==> src/icache_params.svh <==
`ifndef ICACHE_PARAMS_SVH
`define ICACHE_PARAMS_SVH

// fetch address width of the core
`define ICACHE_ADDR_W 64

// one cache line holds four instructions
`define ICACHE_LINE_W 128
`define ICACHE_INST_W 32
`define ICACHE_OFFSET_W 4

// set geometry
`define ICACHE_INDEX_W 6
`define ICACHE_SETS (1 << `ICACHE_INDEX_W)

// whatever is left of the address above index and offset
`define ICACHE_TAG_W (`ICACHE_ADDR_W - `ICACHE_INDEX_W - `ICACHE_OFFSET_W)

// fixed, the replacement rotator is one-hot over four ways
`define ICACHE_WAYS 4

`endif

==> src/icache_pkg.sv <==
`include "icache_params.svh"

package icache_pkg;

	// plain vectors with a meaning
	typedef logic [`ICACHE_ADDR_W-1:0] addr_t;
	typedef logic [`ICACHE_LINE_W-1:0] line_t;
	typedef logic [`ICACHE_INST_W-1:0] inst_t;
	typedef logic [`ICACHE_TAG_W-1:0] tag_t;
	typedef logic [`ICACHE_INDEX_W-1:0] index_t;

	// one-hot or zero, bit n is way n
	typedef logic [`ICACHE_WAYS-1:0] way_mask_t;

	// fetch request from the IF stage
	typedef struct packed {
		logic valid;
		addr_t pc;
	} fetch_req_t;

	// response back to fetch, ready marks a valid inst
	typedef struct packed {
		logic ready;
		inst_t inst;
	} fetch_rsp_t;

	// line request to memory, answered in the same cycle
	typedef struct packed {
		logic valid;
		addr_t addr;
	} refill_req_t;

	// output hold while the next stage stalls
	typedef enum logic {
		HOLD_PASS,
		HOLD_KEEP
	} hold_state_e;

endpackage

==> src/icache_ctrl.sv <==
`include "icache_params.svh"

module icache_ctrl (
	input  logic                    clk,
	input  logic                    rst,
	input  icache_pkg::fetch_req_t  req,
	input  logic                    advance,
	input  logic                    flush,
	input  icache_pkg::way_mask_t   hit,
	input  icache_pkg::line_t       refill_line,
	input  icache_pkg::line_t       way_dout [`ICACHE_WAYS],
	output icache_pkg::way_mask_t   fill,
	output icache_pkg::way_mask_t   way_en,
	output logic                    way_wr,
	output icache_pkg::index_t      way_index,
	output icache_pkg::line_t       way_din,
	output icache_pkg::refill_req_t refill_req,
	output icache_pkg::fetch_rsp_t  rsp
);
	import icache_pkg::*;

	logic        accept;
	logic        miss;
	way_mask_t   rot_q;
	way_mask_t   hit_q;
	addr_t       pc_q;
	line_t       line_q;
	logic        ready_q;
	line_t       line_sel;
	inst_t       inst_live;
	inst_t       inst_hold;
	hold_state_e hold_state;

	assign accept = req.valid && advance;
	assign miss   = accept && (hit == '0);

	// hit way is read, on a miss the rotator's way is written
	always_comb begin
		if (!accept) begin
			way_en = '0;
		end else if (miss) begin
			way_en = rot_q;
		end else begin
			way_en = hit;
		end
	end

	assign way_wr    = miss;
	assign way_index = req.pc[`ICACHE_OFFSET_W +: `ICACHE_INDEX_W];
	assign way_din   = refill_line;
	assign fill      = miss ? rot_q : '0;

	// memory answers combinationally in the miss cycle
	assign refill_req.valid = miss;
	assign refill_req.addr  = req.pc;

	// pipeline state, frozen while the next stage stalls
	always_ff @(posedge clk) begin
		if (rst) begin
			rot_q   <= way_mask_t'(1);
			hit_q   <= '0;
			line_q  <= '0;
			ready_q <= 1'b0;
		end else if (advance) begin
			if (flush) begin
				// drop the response in flight, rotator stays put
				hit_q   <= '0;
				line_q  <= '0;
				ready_q <= 1'b0;
			end else begin
				rot_q   <= {rot_q[`ICACHE_WAYS-2:0], rot_q[`ICACHE_WAYS-1]};
				hit_q   <= req.valid ? hit : '0;
				line_q  <= refill_line;
				ready_q <= req.valid;
			end
		end
	end

	// word offset of the response
	always_ff @(posedge clk) begin
		if (advance) begin
			pc_q <= req.pc;
		end
	end

	// hit way's SRAM output, else the line that came from memory
	always_comb begin
		line_sel = line_q;
		for (int w = 0; w < `ICACHE_WAYS; w++) begin
			if (hit_q[w]) begin
				line_sel = way_dout[w];
			end
		end
	end

	assign inst_live = line_sel[pc_q[`ICACHE_OFFSET_W-1:2] * `ICACHE_INST_W +: `ICACHE_INST_W];

	// enter hold on the first stalled edge, leave when advance returns
	always_ff @(posedge clk) begin
		if (rst) begin
			hold_state <= HOLD_PASS;
		end else begin
			case (hold_state)
				HOLD_PASS: begin
					if (!advance) begin
						hold_state <= HOLD_KEEP;
					end
				end
				HOLD_KEEP: begin
					if (advance) begin
						hold_state <= HOLD_PASS;
					end
				end
				default: begin
					hold_state <= HOLD_PASS;
				end
			endcase
		end
	end

	// captured once, in the first cycle with advance low
	always_ff @(posedge clk) begin
		if (hold_state == HOLD_PASS && !advance) begin
			inst_hold <= inst_live;
		end
	end

	assign rsp.ready = ready_q;
	assign rsp.inst  = (hold_state == HOLD_KEEP) ? inst_hold : inst_live;

endmodule

==> config.mk <==
export PLATFORM = sky130hd
export DESIGN_NAME = icache_ctrl
export DESIGN_NICKNAME = d
export VERILOG_FILES = /design/src/icache_pkg.sv /design/src/icache_ctrl.sv
export VERILOG_INCLUDE_DIRS = /design/src
export SDC_FILE = /design/constraint.sdc
export NUM_CORES = 1
export LEC_CHECK = 0
export BUFFER_PORTS_ARGS = -buffer_cell sky130_fd_sc_hd__buf_2
export CAP_MARGIN = 30
export CORE_AREA = 4 4 370 372
export DETAILED_ROUTE_END_ITERATION = 6
export DIE_AREA = 0 0 374 376
export HOLD_SLACK_MARGIN = 0.12
export PLACE_DENSITY_LB_ADDON = 0.2
export SLEW_MARGIN = 20
export SYNTH_ARGS = -nofsm -noshare
export SYNTH_HDL_FRONTEND = slang
export SYNTH_SLANG_ARGS = --single-unit
==> constraint.sdc <==
create_clock -name clk -period 2.64 [get_ports clk]
set_input_delay 0.396 -clock clk [delete_from_list [all_inputs] [get_ports clk]]
set_output_delay 0.396 -clock clk [all_outputs]
set_load 0.03 [all_outputs]
==> flow_metrics.tcl <==
set metrics [dict create \
    status "complete, but fails checks" \
    violations "setup timing" \
    synth_edf_count 34 \
    wl_per_cell_um 32.4 \
    grt_max_degree 44 \
    worstPathMaxFanout 20 \
    critPathLaunchType "flip-flop" \
    drt_first_pass_iters 5 \
    initial_core_util_pct 9.49 \
    ys_types 40 \
    port_buffers 823 \
    setup_viol 32 \
    synth_top_area_cell "dfxtp_1" \
    syn_area_um2 12600 \
    ant_nets 0 \
    syn_nets 2160 \
    drc 0 \
    max_freq_ghz 0.321 \
    max-slew-margin-rel_pct 51.6 \
    die_w_um 374 \
    vias 16500 \
    antenna_found_initial 128 \
    wirelength_um 133000 \
    clock_latency_ns 0.55 \
    rsz0062_at_grt "true" \
    syn_to_final_growth_pct 82.7 \
    htree_num_levels 4 \
    fin_util_pct 17.3 \
    cts_buffer_depth 2 \
    yosysTopAreaCellShare_pct 21.8 \
    cts_tree "yes" \
    worstSetupPathType "reg -> out" \
    clkTransAtPathRegs_ns 0.09 \
    gr-total-overflow 0 \
    max-cap-violations 0 \
    ys_seq_area_share_pct 29.9 \
    hold_path.class "in -> reg" \
    cp.arrival_ns 2.71 \
    drtIter0Drc 1212 \
    finalCriticalPeriod_ns 3.11 \
    grt_pass1_vias 16500 \
    ioPinCount 954 \
    drive_gt1_share_pct 55.2 \
    fillers 15100 \
    synth.avg_cell_area_um2 8.74 \
    p_per_area_nw_per_um2 409 \
    rows 134 \
    post-route-period-util_pct 118 \
    p_leak_nw 9.42 \
    critPathCaptureType "primary output" \
    synthCells 1447 \
    clock_skew_ns 0.0202 \
    die_h_um 376 \
    viasPerCell 3.99 \
    synth_area_leaders "dfxtp_1 22%, buf_4 12%, a22o_1 8.9%, edfxtp_1 8.1%, mux2i_1 8.0%" \
    finalHoldViolations 0 \
    synthArstFlopShare_pct 0 \
    fp.dieArea_um2 141000 \
    slew_violations 0 \
    numCtsBuffers 17 \
    grt_pass1_wl_um 167000 \
    ys.flop_type "dfxtp_1" \
    worst_ir_drop_vdd_mv 0.454 \
    gp_congestion 0.860 \
    nets 3024 \
    finalPower_mw 9.46 \
    clkSinkCount 172 \
    root_buffer "clkbuf_16" \
    critical_path_required_ns 2.24 \
    fin_ws_ns -0.471 \
    coreArea_um2 133000 \
    place_hpwl_um 107000 \
    worstMarginPinSlew_ns 0.726 \
    yosysWarnings 0 \
    finalSetupTns_ns -12.03 \
    ff2ff_setup_slack_ns 0.37 \
    ys_seq_elements 172 \
    track_usage_pct 18.0 \
]
-- power breakdown --
part	switching (mW)	leakage, nW	internal (mW)
Clock	1.48	0.290	1.43
Combinational	2.05	7.66	1.60
Sequential	0.0848	1.46	2.82
Total	3.61	9.42	5.85
-- final timing paths --
kind | to | startpoint | cells after the start
hold / removal | line_q[11]$_SDFFE_PP0P_ | refill_line[11] | 2
setup reg to reg | inst_hold[3]$_DFFE_PP_ | hit_q[0]$_SDFFE_PP0P_ | 10
setup / recovery | rsp[26] | hit_q[0]$_SDFFE_PP0P_ | 8
hold reg to reg | line_q[20]$_SDFFE_PP0P_ | line_q[20]$_SDFFE_PP0P_ | 1
-- placed cells by master (no fill, tap or decap), types with 29 or more instances in the layout --
cell type	instances
o21ai_0	54
a32oi_1	29
o22ai_1	58
edfxtp_1	34
buf_4	141
dfxtp_1	133
buf_6	56
nand2_1	65
a22o_1	129
buf_12	61
nor2b_1	53
diode_2	33
buf_2	791
nor2_1	48
o21ai_1	33
mux2i_1	94
dlygate4sd3_1	117
-- cell usage after synthesis, types with 15 or more instances --
cell      count
buf_2        30
o211ai_1     21
mux2i_1     101
o22ai_1      60
nand2_1      65
o211a_1      15
mux2_2       22
a211o_1      20
a221oi_1     32
o31ai_1      19
o221ai_1     35
a21oi_1      43
a211oi_1     30
buf_4       203
nor2b_1      57
a22o_1      129
dfxtp_1     138
nor2_1       57
o21ai_0     103
a32oi_1      41
edfxtp_1     34
clkbuf_1    102
-- metrics by stage --
| step | hold slack (ns) | area, um2 | cells | setup slack (ns) |
|---|---|---|---|---|
| CTS | 0.120 | 22200 | 4073 | -0.599 |
| global route | 0.151 | 23100 | 4108 | -0.568 |
| floorplan | 0.441 | 12700 | 1447 | -0.0360 |
| finish | 0.171 | 23100 | 4125 | -0.471 |
| global placement | 0.455 | 19000 | 3880 | -0.565 |
| detailed placement | 0.456 | 19000 | 3880 | -0.518 |
-- flip-flops by register name, summed over array words and instances, names as in the netlist --
| register | cells |
|---|---|
| hit_q | 4 |
| rot_q | 4 |
| ready_q | 1 |
| pc_q | 2 |
| inst_hold | 32 |
| line_q | 128 |
| hold_state | 1 |
-- logic make-up (layout without fill, tap and decap cells) --
family,Yosys count,in the layout,share of synthesized area [%]
buf+inv,357,1234,17.0
flops,172,172,29.9
compound gates,585,585,34.8
simple gates,210,210,8.28
other cells,0,33,0
mux,123,123,9.95
-- layer usage --
layer	GRT usage, %	part of all wire (%)	vias up
met2	29.2	46	906
met3	5.35	7.5	236
met4	5.48	2.8	48
li1	-	-	7206
met5	0	0.24	-
met1	23.0	43	8060
-- area by class of cell --
| cell class | count | area, um2 | share of cell area, % |
|---|---|---|---|
| diodes | 33 | 82.6 | 0.357 |
| clock buffers | 20 | 447 | 1.93 |
| clock inverters | 12 | 136 | 0.590 |
| inverters | 10 | 47.5 | 0.206 |
| multi-input cells | 918 | 7720 | 33.4 |
| flip-flops and latches | 172 | 3800 | 16.4 |
| well taps | 1768 | 2210 | 9.57 |
| repair buffers | 1192 | 8660 | 37.5 |
-- timing repair --
| item | in CTS | in global routing |
|---|---|---|
| hold buffers | 117 | 0 |
| resized for setup | 221 | 134 |
| setup buffers | 33 | 21 |
| endpoints found under the hold margin | 119 | 0 |
| setup endpoints to repair | 32 | 32 |
| pin swaps | 42 | 50 |
| gates cloned | 12 | 5 |
-- worst max-delay path: stages (launching register included) --
cell and delay [ns]:
dfxtp_4 0.39, buf_12 0.16, buf_12 0.20, mux2i_1 0.45, a221oi_4 0.16, buf_4 0.17, o32a_1 0.16, mux2_4 0.28
buf_6 0.14
(Power assumes the default switching activity.)
